[src/design/cpu_pkg.sv]
package cpu_pkg;

  ////////////////////
  // Queue sizing
  ////////////////////

  localparam int QUEUE_DEPTH = 4;
  localparam int QUEUE_PTR_W = $clog2(QUEUE_DEPTH);
  localparam int QUEUE_CNT_W = $clog2(QUEUE_DEPTH + 1);

  ////////////////////
  // Encodings
  ////////////////////

  localparam logic [1:0] CLASS_DP = 2'b00;
  localparam logic [2:0] CLASS_BR = 3'b101;

  localparam logic [3:0] OP_AND = 4'h0;
  localparam logic [3:0] OP_EOR = 4'h1;
  localparam logic [3:0] OP_SUB = 4'h2;
  localparam logic [3:0] OP_ADD = 4'h4;
  localparam logic [3:0] OP_CMP = 4'ha;
  localparam logic [3:0] OP_ORR = 4'hc;
  localparam logic [3:0] OP_MOV = 4'hd;
  localparam logic [3:0] OP_MVN = 4'hf;

  localparam logic [3:0] COND_EQ = 4'h0;
  localparam logic [3:0] COND_NE = 4'h1;
  localparam logic [3:0] COND_CS = 4'h2;
  localparam logic [3:0] COND_CC = 4'h3;
  localparam logic [3:0] COND_MI = 4'h4;
  localparam logic [3:0] COND_PL = 4'h5;
  localparam logic [3:0] COND_VS = 4'h6;
  localparam logic [3:0] COND_VC = 4'h7;
  localparam logic [3:0] COND_HI = 4'h8;
  localparam logic [3:0] COND_LS = 4'h9;
  localparam logic [3:0] COND_GE = 4'ha;
  localparam logic [3:0] COND_LT = 4'hb;
  localparam logic [3:0] COND_GT = 4'hc;
  localparam logic [3:0] COND_LE = 4'hd;
  localparam logic [3:0] COND_AL = 4'he;

  ////////////////////
  // Instruction views
  ////////////////////

  typedef struct packed {
    logic [3:0]  cond;
    logic [1:0]  op_class;
    logic        imm;
    logic [3:0]  opcode;
    logic        set_flags;
    logic [3:0]  rn;
    logic [3:0]  rd;
    logic [11:0] operand2;
  } dp_fmt_t;

  typedef struct packed {
    logic [3:0]  cond;
    logic [2:0]  op_class;
    logic        link;
    logic [23:0] offset;
  } br_fmt_t;

  // Execute picks the view from the class bits
  typedef union packed {
    dp_fmt_t dp;
    br_fmt_t br;
  } inst_u;

  typedef struct packed {
    logic [31:0] pc;
    inst_u       inst;
  } fetch_item_t;

  typedef struct packed {
    logic n;
    logic z;
    logic c;
    logic v;
  } flags_t;

  typedef struct packed {
    logic        valid;
    logic [31:0] target;
  } redirect_t;

  typedef struct packed {
    logic        en;
    logic [3:0]  addr;
    logic [31:0] data;
  } reg_write_t;

endpackage
[src/design/cpu.sv]
`timescale 1ns/1ps

module cpu (
  input  logic                clk_i,
  input  logic                reset_i,
  output logic                imem_req_o,
  output logic [31:0]         imem_addr_o,
  input  logic                imem_ack_i,
  input  logic [31:0]         imem_data_i,
  output cpu_pkg::reg_write_t wb_o,
  output cpu_pkg::flags_t     flags_o
);

  import cpu_pkg::*;

  logic                   push;
  fetch_item_t            fetch_item;
  logic [QUEUE_CNT_W-1:0] free_slots;
  logic                   queue_valid;
  fetch_item_t            head_item;
  logic                   pop;
  redirect_t              redirect;
  logic [3:0]             rn_addr;
  logic [3:0]             rm_addr;
  logic [31:0]            rn_data;
  logic [31:0]            rm_data;
  logic [31:0]            pc_plus8;
  reg_write_t             reg_write;

  fetch fetch_inst (
      .clk_i        ( clk_i )
    , .reset_i      ( reset_i )
    , .imem_ack_i   ( imem_ack_i )
    , .imem_data_i  ( imem_data_i )
    , .imem_req_o   ( imem_req_o )
    , .imem_addr_o  ( imem_addr_o )
    , .free_slots_i ( free_slots )
    , .redirect_i   ( redirect )
    , .push_o       ( push )
    , .item_o       ( fetch_item )
  );

  inst_queue queue_inst (
      .clk_i        ( clk_i )
    , .reset_i      ( reset_i )
    , .push_i       ( push )
    , .item_i       ( fetch_item )
    , .pop_i        ( pop )
    , .flush_i      ( redirect.valid )
    , .valid_o      ( queue_valid )
    , .item_o       ( head_item )
    , .free_slots_o ( free_slots )
  );

  execute execute_inst (
      .clk_i      ( clk_i )
    , .reset_i    ( reset_i )
    , .valid_i    ( queue_valid )
    , .item_i     ( head_item )
    , .pop_o      ( pop )
    , .rn_addr_o  ( rn_addr )
    , .rm_addr_o  ( rm_addr )
    , .rn_data_i  ( rn_data )
    , .rm_data_i  ( rm_data )
    , .pc_plus8_o ( pc_plus8 )
    , .write_o    ( reg_write )
    , .redirect_o ( redirect )
    , .flags_o    ( flags_o )
  );

  reg_file reg_file_inst (
      .clk_i      ( clk_i )
    , .rn_addr_i  ( rn_addr )
    , .rm_addr_i  ( rm_addr )
    , .rn_data_o  ( rn_data )
    , .rm_data_o  ( rm_data )
    , .pc_plus8_i ( pc_plus8 )
    , .write_i    ( reg_write )
  );

  assign wb_o = reg_write;

endmodule

[src/design/execute.sv]
`timescale 1ns/1ps

module execute (
  input  logic                 clk_i,
  input  logic                 reset_i,
  input  logic                 valid_i,
  input  cpu_pkg::fetch_item_t item_i,
  output logic                 pop_o,
  output logic [3:0]           rn_addr_o,
  output logic [3:0]           rm_addr_o,
  input  logic [31:0]          rn_data_i,
  input  logic [31:0]          rm_data_i,
  output logic [31:0]          pc_plus8_o,
  output cpu_pkg::reg_write_t  write_o,
  output cpu_pkg::redirect_t   redirect_o,
  output cpu_pkg::flags_t      flags_o
);

  import cpu_pkg::*;

  dp_fmt_t     dp;
  br_fmt_t     br;
  logic        is_dp;
  logic        is_br;
  logic        op_ok;
  logic        supported;
  logic        cond_ok;
  logic        fire;
  logic [4:0]  rot_amt;
  logic [63:0] imm_dbl;
  logic [31:0] op2;
  logic        shifter_c;
  logic        op_is_sub;
  logic [31:0] op2_eff;
  logic [32:0] sum;
  logic        overflow;
  logic        arith;
  logic [31:0] result;
  flags_t      next_flags;
  flags_t      flags_q;
  logic        wr_en_q;
  logic [3:0]  wr_addr_q;
  logic [31:0] wr_data_q;
  logic        redir_valid_q;
  logic [31:0] redir_target_q;

  function automatic logic cond_pass(input logic [3:0] cond, input flags_t f);
    case (cond)
      COND_EQ: return f.z;
      COND_NE: return !f.z;
      COND_CS: return f.c;
      COND_CC: return !f.c;
      COND_MI: return f.n;
      COND_PL: return !f.n;
      COND_VS: return f.v;
      COND_VC: return !f.v;
      COND_HI: return f.c && !f.z;
      COND_LS: return !f.c || f.z;
      COND_GE: return f.n == f.v;
      COND_LT: return f.n != f.v;
      COND_GT: return !f.z && (f.n == f.v);
      COND_LE: return f.z || (f.n != f.v);
      COND_AL: return 1'b1;
      default: return 1'b0;
    endcase
  endfunction

  ////////////////////
  // Decode
  ////////////////////

  assign dp    = item_i.inst.dp;
  assign br    = item_i.inst.br;
  assign is_dp = (dp.op_class == CLASS_DP);
  assign is_br = (br.op_class == CLASS_BR);
  assign op_ok = dp.opcode inside {OP_AND, OP_EOR, OP_SUB, OP_ADD,
                                   OP_CMP, OP_ORR, OP_MOV, OP_MVN};

  // Register operands carry no shift, and r15 is never a destination
  assign supported = (is_dp && op_ok && (dp.imm || (dp.operand2[11:4] == '0))
                      && ((dp.opcode == OP_CMP) ? dp.set_flags : (dp.rd != 4'd15)))
                   || (is_br && !br.link);

  // The head is stale while a redirect is out
  assign pop_o   = valid_i && !redir_valid_q;
  assign cond_ok = cond_pass(dp.cond, flags_q);
  assign fire    = pop_o && cond_ok;

  assign rn_addr_o  = dp.rn;
  assign rm_addr_o  = dp.operand2[3:0];
  assign pc_plus8_o = item_i.pc + 32'd8;

  ////////////////////
  // ALU
  ////////////////////

  assign rot_amt   = {dp.operand2[11:8], 1'b0};
  assign imm_dbl   = {24'd0, dp.operand2[7:0], 24'd0, dp.operand2[7:0]} >> rot_amt;
  assign op2       = dp.imm ? imm_dbl[31:0] : rm_data_i;
  assign shifter_c = (dp.imm && (rot_amt != '0)) ? imm_dbl[31] : flags_q.c;

  // Subtract is an add of the inverted operand with a carry in, so C means no borrow
  assign op_is_sub = (dp.opcode == OP_SUB) || (dp.opcode == OP_CMP);
  assign op2_eff   = op_is_sub ? ~op2 : op2;
  assign sum       = {1'b0, rn_data_i} + {1'b0, op2_eff} + {32'd0, op_is_sub};
  assign overflow  = (rn_data_i[31] == op2_eff[31]) && (sum[31] != rn_data_i[31]);

  always_comb begin
    arith = 1'b0;
    case (dp.opcode)
      OP_AND: result = rn_data_i & op2;
      OP_EOR: result = rn_data_i ^ op2;
      OP_SUB, OP_ADD, OP_CMP: begin
        result = sum[31:0];
        arith  = 1'b1;
      end
      OP_ORR: result = rn_data_i | op2;
      OP_MOV: result = op2;
      OP_MVN: result = ~op2;
      default: result = '0;
    endcase
  end

  assign next_flags.n = result[31];
  assign next_flags.z = (result == '0);
  assign next_flags.c = arith ? sum[32] : shifter_c;
  assign next_flags.v = arith ? overflow : flags_q.v;

  ////////////////////
  // Effects
  ////////////////////

  always_ff @(posedge clk_i) begin
    if (reset_i) begin
      flags_q       <= '0;
      wr_en_q       <= 1'b0;
      redir_valid_q <= 1'b0;
    end else begin
      wr_en_q       <= fire && is_dp && op_ok && (dp.opcode != OP_CMP);
      redir_valid_q <= fire && is_br;
      if (fire && is_dp && op_ok && (dp.set_flags || (dp.opcode == OP_CMP))) begin
        flags_q <= next_flags;
      end
    end
  end

  always_ff @(posedge clk_i) begin
    wr_addr_q      <= dp.rd;
    wr_data_q      <= result;
    redir_target_q <= pc_plus8_o + {{6{br.offset[23]}}, br.offset, 2'b00};
  end

  assign write_o.en        = wr_en_q;
  assign write_o.addr      = wr_addr_q;
  assign write_o.data      = wr_data_q;
  assign redirect_o.valid  = redir_valid_q;
  assign redirect_o.target = redir_target_q;
  assign flags_o           = flags_q;

  assert property (@(posedge clk_i) disable iff (reset_i) pop_o |-> supported)
    else $error("unsupported instruction %h at %h", item_i.inst, item_i.pc);

endmodule

[src/design/reg_file.sv]
`timescale 1ns/1ps

module reg_file (
  input  logic                clk_i,
  input  logic [3:0]          rn_addr_i,
  input  logic [3:0]          rm_addr_i,
  output logic [31:0]         rn_data_o,
  output logic [31:0]         rm_data_o,
  input  logic [31:0]         pc_plus8_i,
  input  cpu_pkg::reg_write_t write_i
);

  logic [31:0] regs_q [0:14];
  logic        rn_hit;
  logic        rm_hit;

  // r15 is not stored here, it reads as the instruction address plus 8
  always_ff @(posedge clk_i) begin
    if (write_i.en && (write_i.addr != 4'd15)) begin
      regs_q[write_i.addr] <= write_i.data;
    end
  end

  // A write still on the port is returned to a read of the same register
  assign rn_hit = write_i.en && (write_i.addr == rn_addr_i);
  assign rm_hit = write_i.en && (write_i.addr == rm_addr_i);

  assign rn_data_o = (rn_addr_i == 4'd15) ? pc_plus8_i
                   : rn_hit               ? write_i.data
                   :                        regs_q[rn_addr_i];

  assign rm_data_o = (rm_addr_i == 4'd15) ? pc_plus8_i
                   : rm_hit               ? write_i.data
                   :                        regs_q[rm_addr_i];

endmodule

[src/design/inst_queue.sv]
`timescale 1ns/1ps

module inst_queue (
  input  logic                            clk_i,
  input  logic                            reset_i,
  input  logic                            push_i,
  input  cpu_pkg::fetch_item_t            item_i,
  input  logic                            pop_i,
  input  logic                            flush_i,
  output logic                            valid_o,
  output cpu_pkg::fetch_item_t            item_o,
  output logic [cpu_pkg::QUEUE_CNT_W-1:0] free_slots_o
);

  import cpu_pkg::*;

  fetch_item_t            mem_q [QUEUE_DEPTH];
  logic [QUEUE_PTR_W-1:0] wr_ptr_q;
  logic [QUEUE_PTR_W-1:0] rd_ptr_q;
  logic [QUEUE_CNT_W-1:0] count_q;

  // Pointers wrap on their own since the depth is a power of two
  always_ff @(posedge clk_i) begin
    if (reset_i || flush_i) begin
      wr_ptr_q <= '0;
      rd_ptr_q <= '0;
      count_q  <= '0;
    end else begin
      if (push_i) begin
        wr_ptr_q <= wr_ptr_q + 1'b1;
      end
      if (pop_i) begin
        rd_ptr_q <= rd_ptr_q + 1'b1;
      end
      case ({push_i, pop_i})
        2'b10:   count_q <= count_q + 1'b1;
        2'b01:   count_q <= count_q - 1'b1;
        default: count_q <= count_q;
      endcase
    end
  end

  always_ff @(posedge clk_i) begin
    if (push_i && !flush_i) begin
      mem_q[wr_ptr_q] <= item_i;
    end
  end

  assign valid_o      = (count_q != '0);
  assign item_o       = mem_q[rd_ptr_q];
  assign free_slots_o = QUEUE_CNT_W'(QUEUE_DEPTH) - count_q;

  ////////////////////
  // Checks
  ////////////////////

  // Fetch reserves a slot before it asks for a word
  assert property (@(posedge clk_i) disable iff (reset_i)
    push_i && !flush_i |-> count_q != QUEUE_CNT_W'(QUEUE_DEPTH))
    else $error("push into a full instruction queue");

  assert property (@(posedge clk_i) disable iff (reset_i)
    pop_i && !flush_i |-> count_q != '0)
    else $error("pop from an empty instruction queue");

endmodule

[src/design/fetch.sv]
`timescale 1ns/1ps

module fetch (
  input  logic                            clk_i,
  input  logic                            reset_i,
  input  logic                            imem_ack_i,
  input  logic [31:0]                     imem_data_i,
  output logic                            imem_req_o,
  output logic [31:0]                     imem_addr_o,
  input  logic [cpu_pkg::QUEUE_CNT_W-1:0] free_slots_i,
  input  cpu_pkg::redirect_t              redirect_i,
  output logic                            push_o,
  output cpu_pkg::fetch_item_t            item_o
);

  import cpu_pkg::*;

  typedef enum logic [1:0] {
    S_IDLE,
    S_REQ,
    S_ACK_LOW
  } state_t;

  state_t      state_q;
  logic [31:0] pc_q;
  logic [31:0] addr_q;
  logic        discard_q;
  logic        push_q;
  fetch_item_t item_q;
  logic        start;
  logic        capture;
  logic        capture_ok;

  // A captured word that has not reached the queue still holds a slot
  assign start = !redirect_i.valid
              && (free_slots_i > {{(QUEUE_CNT_W-1){1'b0}}, push_q})
              && ((state_q == S_IDLE) || ((state_q == S_ACK_LOW) && !imem_ack_i));

  assign capture    = (state_q == S_REQ) && imem_ack_i;
  assign capture_ok = capture && !discard_q && !redirect_i.valid;

  always_ff @(posedge clk_i) begin
    if (reset_i) begin
      state_q   <= S_IDLE;
      pc_q      <= '0;
      discard_q <= 1'b0;
      push_q    <= 1'b0;
    end else begin
      push_q <= capture_ok;
      case (state_q)
        S_REQ: begin
          if (imem_ack_i) begin
            state_q   <= S_ACK_LOW;
            discard_q <= 1'b0;
          end else if (redirect_i.valid) begin
            discard_q <= 1'b1;
          end
        end
        S_ACK_LOW: begin
          if (!imem_ack_i) begin
            state_q <= start ? S_REQ : S_IDLE;
          end
        end
        default: begin
          if (start) begin
            state_q <= S_REQ;
          end
        end
      endcase
      if (redirect_i.valid) begin
        pc_q <= redirect_i.target;
      end else if (capture_ok) begin
        pc_q <= pc_q + 32'd4;
      end
    end
  end

  always_ff @(posedge clk_i) begin
    if (start) begin
      addr_q <= pc_q;
    end
    if (capture) begin
      item_q.pc   <= addr_q;
      item_q.inst <= imem_data_i;
    end
  end

  assign imem_req_o  = (state_q == S_REQ);
  assign imem_addr_o = addr_q;
  assign push_o      = push_q;
  assign item_o      = item_q;

  // The source samples the address for as long as req is up
  assert property (@(posedge clk_i) disable iff (reset_i)
    imem_req_o |=> !imem_req_o || $stable(imem_addr_o))
    else $error("imem_addr_o changed during a request");

endmodule

[config.mk]
export PLATFORM = sky130hd
export DESIGN_NAME = cpu
export DESIGN_NICKNAME = d
export VERILOG_FILES = /design/src/design/cpu_pkg.sv /design/src/design/cpu.sv /design/src/design/execute.sv /design/src/design/reg_file.sv /design/src/design/inst_queue.sv /design/src/design/fetch.sv
export SDC_FILE = /design/constraint.sdc
export NUM_CORES = 2
export LEC_CHECK = 0
export ABC_AREA = 1
export BUFFER_PORTS_ARGS = -buffer_cell sky130_fd_sc_hd__clkbuf_2
export CAP_MARGIN = 20
export CORE_ASPECT_RATIO = 1.1
export CORE_MARGIN = 5
export CORE_UTILIZATION = 40
export CTS_CLUSTER_SIZE = 20
export DETAILED_ROUTE_END_ITERATION = 7
export SYNTH_ARGS = -nofsm -noshare
export SYNTH_HDL_FRONTEND = slang
export SYNTH_HIERARCHICAL = 1
export SYNTH_SLANG_ARGS = --single-unit
[constraint.sdc]
create_clock -name clk_i -period 5.8 [get_ports clk_i]
set_input_delay 0.87 -clock clk_i [delete_from_list [all_inputs] [get_ports clk_i]]
set_output_delay 0.87 -clock clk_i [all_outputs]
set_load 0.02 [all_outputs]
Word-level counts from Yosys, hierarchy flattened --
Memories as Yosys holds them, arrays and structs flattened. A register that Yosys moved wholly into a read port is not among the register bits. Cells that the tools add are included.
Cells by class: add/sub/neg operators 10, order comparisons 1, equality and inequality tests 38, shift operators 1, multiplexer cells 27, bitwise gates (word level) 4, reductions and logical operators 52
Operators with widths (count):
- $mux 32 | 8
- $pmux 32 s6 | 1
- $eq 4x4->1 const B | 13
- $shr 40x5->32 | 1
- $add 32x32->33 | 1
- $add 33x1->33 | 1
- $add 32x3->32 const B | 1
- $add 32x32->32 | 1
- $add 32x4->32 const B | 1
- $and 32x32->32 | 1
- $logic_not 32->1 | 1
- $not 32->32 | 1
- $or 32x32->32 | 1
- $xor 32x32->32 | 1
- $logic_and 1x1->1 | 21
- $eq 4x3->1 const B | 5
- $pmux 1 s15 | 1
- $eq 4x2->1 const B | 3
- $mux 1 | 10
- $mux 2 | 5
- $eq 4x1->1 const B | 2
- $eq 4x4->1 | 2
- $logic_not 4->1 | 2
- $ne 4x4->1 const B | 2
- 24 further kinds | 47
Word-level totals: flip-flop bits (word level) 213, RAM bits 736, input bits 35, output and inout port bits 74, word-level logic and storage cells 154, memories 2
Memory list:
- reg_file_inst.regs_q | words 15, bits a word 32, rd ports 2, clocked after memory_dff 0, wr ports 1, line reg_file.sv:13 | logic [31:0] regs_q [0:14];
- queue_inst.mem_q | words 4, bits a word 64, rd ports 1, clocked after memory_dff 1, wr ports 1, line inst_queue.sv:17 | fetch_item_t mem_q [QUEUE_DEPTH];

Depth between registers and ports, before layout --
depth after elaboration 11, depth in mapped cells 46, depth with buffers taken out 43

Modules after synthesis --
Netlist, hierarchy kept.
By module, submodules not included:
- reg_file | instances 1, cells each 3290, area each 26107.5 µm², sequential area each 14413.8 µm²
- inst_queue | instances 1, cells each 681, area each 9975.8 µm², sequential area each 7867.5 µm²
- execute | instances 1, cells each 1542, area each 9681.8 µm², sequential area each 1481.4 µm²
- fetch | instances 1, cells each 474, area each 5321.4 µm², sequential area each 3603.5 µm²

Worst setup path before layout --
Ideal clock, no wire load.
path type reg2reg, from register with a tool-made name, to register execute_inst.flags_q (netlist bit execute_inst/flags_o[2]), setup time 0.070 ns, arrival time 5.021 ns, required time 5.730 ns, slack 0.710 ns, cell stages (with the launch flop) 46, path buffers 3, period minus slack after synthesis 5.090 ns, path through dfxtp_1 -> buf_6 -> inv_2 -> buf_6 -> buf_6 -> nor2_1 -> o22ai_1 -> ha_1 -> nand3_1 -> nor2_1 -> nand2_1 -> inv_2 -> nand2_2 -> nor2_2 -> nand2_1 -> nor3_2 -> inv_2 -> nor2_2 -> [10 not listed] -> nand2_1 -> nand2_1 -> nand2_1 -> xor2_1 -> ha_1 -> a21oi_1 -> a21boi_0 -> o21ai_0 -> a21oi_1 -> nand2_1 -> inv_1 -> o21ai_0 -> or2_2 -> nand3_1 -> nand2_1 -> inv_1 -> nand3_1 -> a21oi_1
RTL lines:
- to (signal assigned) | line execute.sv:142 | flags_q <= next_flags;
- to (decl) | line execute.sv:40 | flags_t flags_q;

==> results.txt <==
----------------------------------------------------
[Status]
  Status ... complete, no violations

[Synth]
  Mean post-synth cell area ... 8.533 um2
  Fraction of the mapped netlist area in compound gates ... under 10%
  Post-synthesis mux area share ... 0%
  Main combinational cell family by area after synthesis ... simple AND/OR/NAND/NOR gates
  Proportion of register bits with asynchronous set or reset after synthesis ... 0%
  Netlist Area Pre-Place ... 0.05109 mm2
  Area share of xor/xnor cells in the synthesized design ... between 1.5 and 2%
  Number of synthesized flops with an enable pin ... 832
  Instance count of the mapped netlist ... roughly 6000
  Count of synthesis-stage warnings from yosys ... 6
  Top FF cell, synth ... sky130_fd_sc_hd__edfxtp_1
  Simple-gate share of the synthesized area ... 27.88%
  Synth Register Bits ... 951
  Net count after synthesis ... 6166
  Sequential element share of the synthesized area ... 53.57%
  Fraction of the mapped netlist area in adder cells ... around 3.6%
  Synth unique cells ... 62

[GRT]
  Via count of the first global-routing pass ... approximately 41000
  Remaining global-route overflow ... 0
  Number of antenna violations at the first check in global routing ... 3
  Overall track demand over capacity in global routing ... 26.31%
  Largest net degree at the start of global routing ... 68
  Global-route wire length before repair ... 266800 um

[STA]
  Worst Max-Slew Pin Slew ... 1.050 ns
  Number of hold violations in the final report ... 0
  Share of the clock period used by the worst path after layout ... roughly 99%
  Final Max Slew Viols ... 0
  Fin Hold WS ... slightly below 0.3 ns
  Headroom to the max-slew limit ... 29.82%
  Fmax ... 174.8 MHz
  Crit path time final ... 5.721 ns
  Total of endpoints with negative setup slack in the final report ... 0
  Setup repair after global routing missed its margin ... yes
  Final worst clock skew ... 0.06779 ns

[Drt]
  First-pass detailed-route iteration total ... 8
  Routed wire length ... 183000 um
  Routed wire length per instance ... 22.98 um
  Average via count per standard cell ... 5.501
  DRC viols ... 0
  Detailed Route Iter0 Violations ... 4536
  Remaining antenna violation count after routing ... 0
  Total via count in the routed design ... ~44000

[Clock tree]
  # clock sinks ... 951
  Clock tree buffer depth ... 3
  TritonCTS clock tree ... yes
  Clock insertion delay at the later pin of the skew report ... 0.77 ns
  Inserted Clock Buffers ... 104
  Max H-tree Level ... 3
  Root Driver ... sky130_fd_sc_hd__clkbuf_16
  Register clock-pin slew on the reported worst setup and hold paths ... roughly 0.070 ns

[Critical path]
  Cell with the largest stage delay on the worst path ... sky130_fd_sc_hd__dfxtp_4
  Worst EP required ... 6.44 ns
  Signal arrival time at the worst endpoint ... about 6.4 ns
  Worst stage delay on the critical path ... 0.43 ns
  Worst-path fanout max ... 7
  Critical path capture point type ... register
  Crit Path Class ... reg2reg
  Crit start category ... register

[Floorplan]
  Cell row count ... 137
  Top Ports ... 109
  Total Die Area ... 0.1350 mm2
  Die Y ... 384.8 um
  Initial Util ... 40.27%
  Core area ... 0.1268 mm2
  Width of the chip ... 350.7 um

[Cells and area]
  FF/Latch Area ... 0.02737 mm2
  Share of layout cells above drive strength 1 ... 12.36%
  Finished Cell Area ... 0.05909 mm2
  Post-synthesis to final-layout area growth ... 15.67%
  Number of nets in the finished design ... 6386
  Multi-input gate area in the final layout ... slightly above 0.02 mm2
  Count of fill cells added during filler insertion ... between 10000 and 15000

[Hold path]
  Path type of the worst min-delay path ... in2reg

[Job]
  Max cap viols ... 0

[Placement]
  Area after detailed placement ... between 0.05 and 0.06 mm2
  Global placement routability congestion ... approximately 0.98
  I/O Buffers ... approximately 110
  Final HPWL DP ... 123600 um

----------------------------------------------------
==> worst paths after layout <==
kind	from	end	slack, ns	cells past startpoint
setup / recovery	register	execute_inst/flags_o[2]$_SDFFE_PP0P_	0.08	32
hold / removal	imem_data_i[2]	fetch_inst/item_o[2]$_DFFE_PN_	0.30	1
setup reg to reg	register	execute_inst/flags_o[2]$_SDFFE_PP0P_	0.08	32
hold reg to reg	fetch_inst/pc_q[1]$_SDFFE_PP0P_	fetch_inst/imem_addr_o[1]$_DFFE_PP_	0.44	0
==> cells by family (layout without fill, tap and decap cells) <==
kind of cell,count (synthesis),after routing
other,0,1
AO/OA/AOI/OAI,576,576
buffers and inverters,851,1159
AND/OR/NAND/NOR,3367,3367
XOR/XNOR,98,98
flip-flops,951,951
adder cells (fa/ha/maj),144,144
==> per-layer routing <==
metal,share of wire [%],global-route usage (%)
met5,0,0
met4,4.4,10.93
met3,7.7,3.824
met2,47,43.58
met1,41,34.73
==> registers in the layout (all words and copies together), names as in the netlist, named ones only <==
| name | cells |
|---|---|
| execute_inst/flags_o | 4 |
| execute_inst/redir_target_q | 32 |
| execute_inst/redir_valid_q | 1 |
| execute_inst/wr_addr_q | 4 |
| execute_inst/wr_data_q | 32 |
| execute_inst/wr_en_q | 1 |
| fetch_inst/discard_q | 1 |
| fetch_inst/imem_addr_o | 32 |
| fetch_inst/item_o | 64 |
| fetch_inst/pc_q | 32 |
| fetch_inst/push_o | 1 |
| fetch_inst/state_q | 2 |
| queue_inst/count_q | 3 |
| queue_inst/mem_q | 256 |
| queue_inst/rd_ptr_q | 2 |
| queue_inst/wr_ptr_q | 2 |
| reg_file_inst/regs_q | 480 |
==> layout make-up <==
type                            instances  area share (%)
Clock buffer                          123           4.561
Sequential cell                       951           46.33
Clock inverter                         71           1.328
Inverter                              540           3.483
Timing Repair Buffer                  425           5.878
Antenna cell                            1        0.004235
Tap cell                             1668           3.532
Multi-Input combinational cell       4185           34.89
==> layout by cell type, fill, tap and decap left out, drive strengths merged, types with 10 or more instances in the layout <==
| master | netlist | routed |
|---|---|---|
| edfxtp | 832 | 832 |
| nand3 | 813 | 813 |
| a211oi | 10 | 10 |
| inv | 536 | 546 |
| o21ai | 271 | 271 |
| nand4 | 32 | 32 |
| xnor2 | 16 | 16 |
| o22ai | 64 | 64 |
| nand3b | 22 | 22 |
| nor3 | 16 | 16 |
| clkinv | 4 | 49 |
| bufinv | 0 | 10 |
| dfxtp | 119 | 119 |
| o211ai | 25 | 25 |
| xor2 | 82 | 82 |
| ha | 141 | 141 |
| a21oi | 151 | 151 |
| clkbuf | 114 | 234 |
| or2 | 21 | 21 |
| nand2 | 1898 | 1898 |
| nor2 | 550 | 550 |
| a31oi | 14 | 14 |
| buf | 197 | 313 |
==> worst max-delay path, delay by kind of cell, from the launching register on <==
family	cells	cell delay, ns
and+or+nand+nor	17	2.33
AOI/OAI and AO/OA	7	1.39
buffers and inverters	5	0.80
xor gates and xnor gates	2	0.32
DFF	1	0.43
adders and majority gates	1	0.35
==> timing repair <==
| action | in CTS | in global routing |
|---|---|---|
| resized for setup | 5 | 60 |
| setup endpoints to repair | 1 | 7 |
| setup buffers | 1 | 18 |
| gates cloned | 1 | 3 |
| hold buffers | 0 | 0 |
| pin swaps | 1 | 20 |
| endpoints found under the hold margin | 0 | 0 |
==> cell usage after synthesis, drive strengths merged, types with 64 or more instances <==
cell / count / area share, %
inv: 536 / 4.0
dfxtp: 119 / 4.7
nor2: 550 / 4.3
xor2: 82 / 1.4
buf: 197 / 2.1
nand3: 813 / 8.1
nand2: 1898 / 14
o22ai: 64 / 0.78
ha: 141 / 3.5
a21oi: 151 / 1.5
clkbuf: 114 / 0.84
o21ai: 271 / 2.7
edfxtp: 832 / 49
==> stage by stage <==
stage	cells	util [%]	worst slack (ns)	TNS, ns
2_1_floorplan	5987	-	0.7096	0
3_3_place_gp	7746	43.43	-0.1257	-0.1257
3_5_place_dp	7746	43.43	-0.1493	-0.1493
4_1_cts	7942	46.22	0.02992	0
5_1_grt	7963	46.58	-0.1160	-0.2603
6_report	7964	46.58	0.07852	0
Power is not shown: default switching activity piles up to over one toggle a cycle in this logic, so the estimate is an artifact.
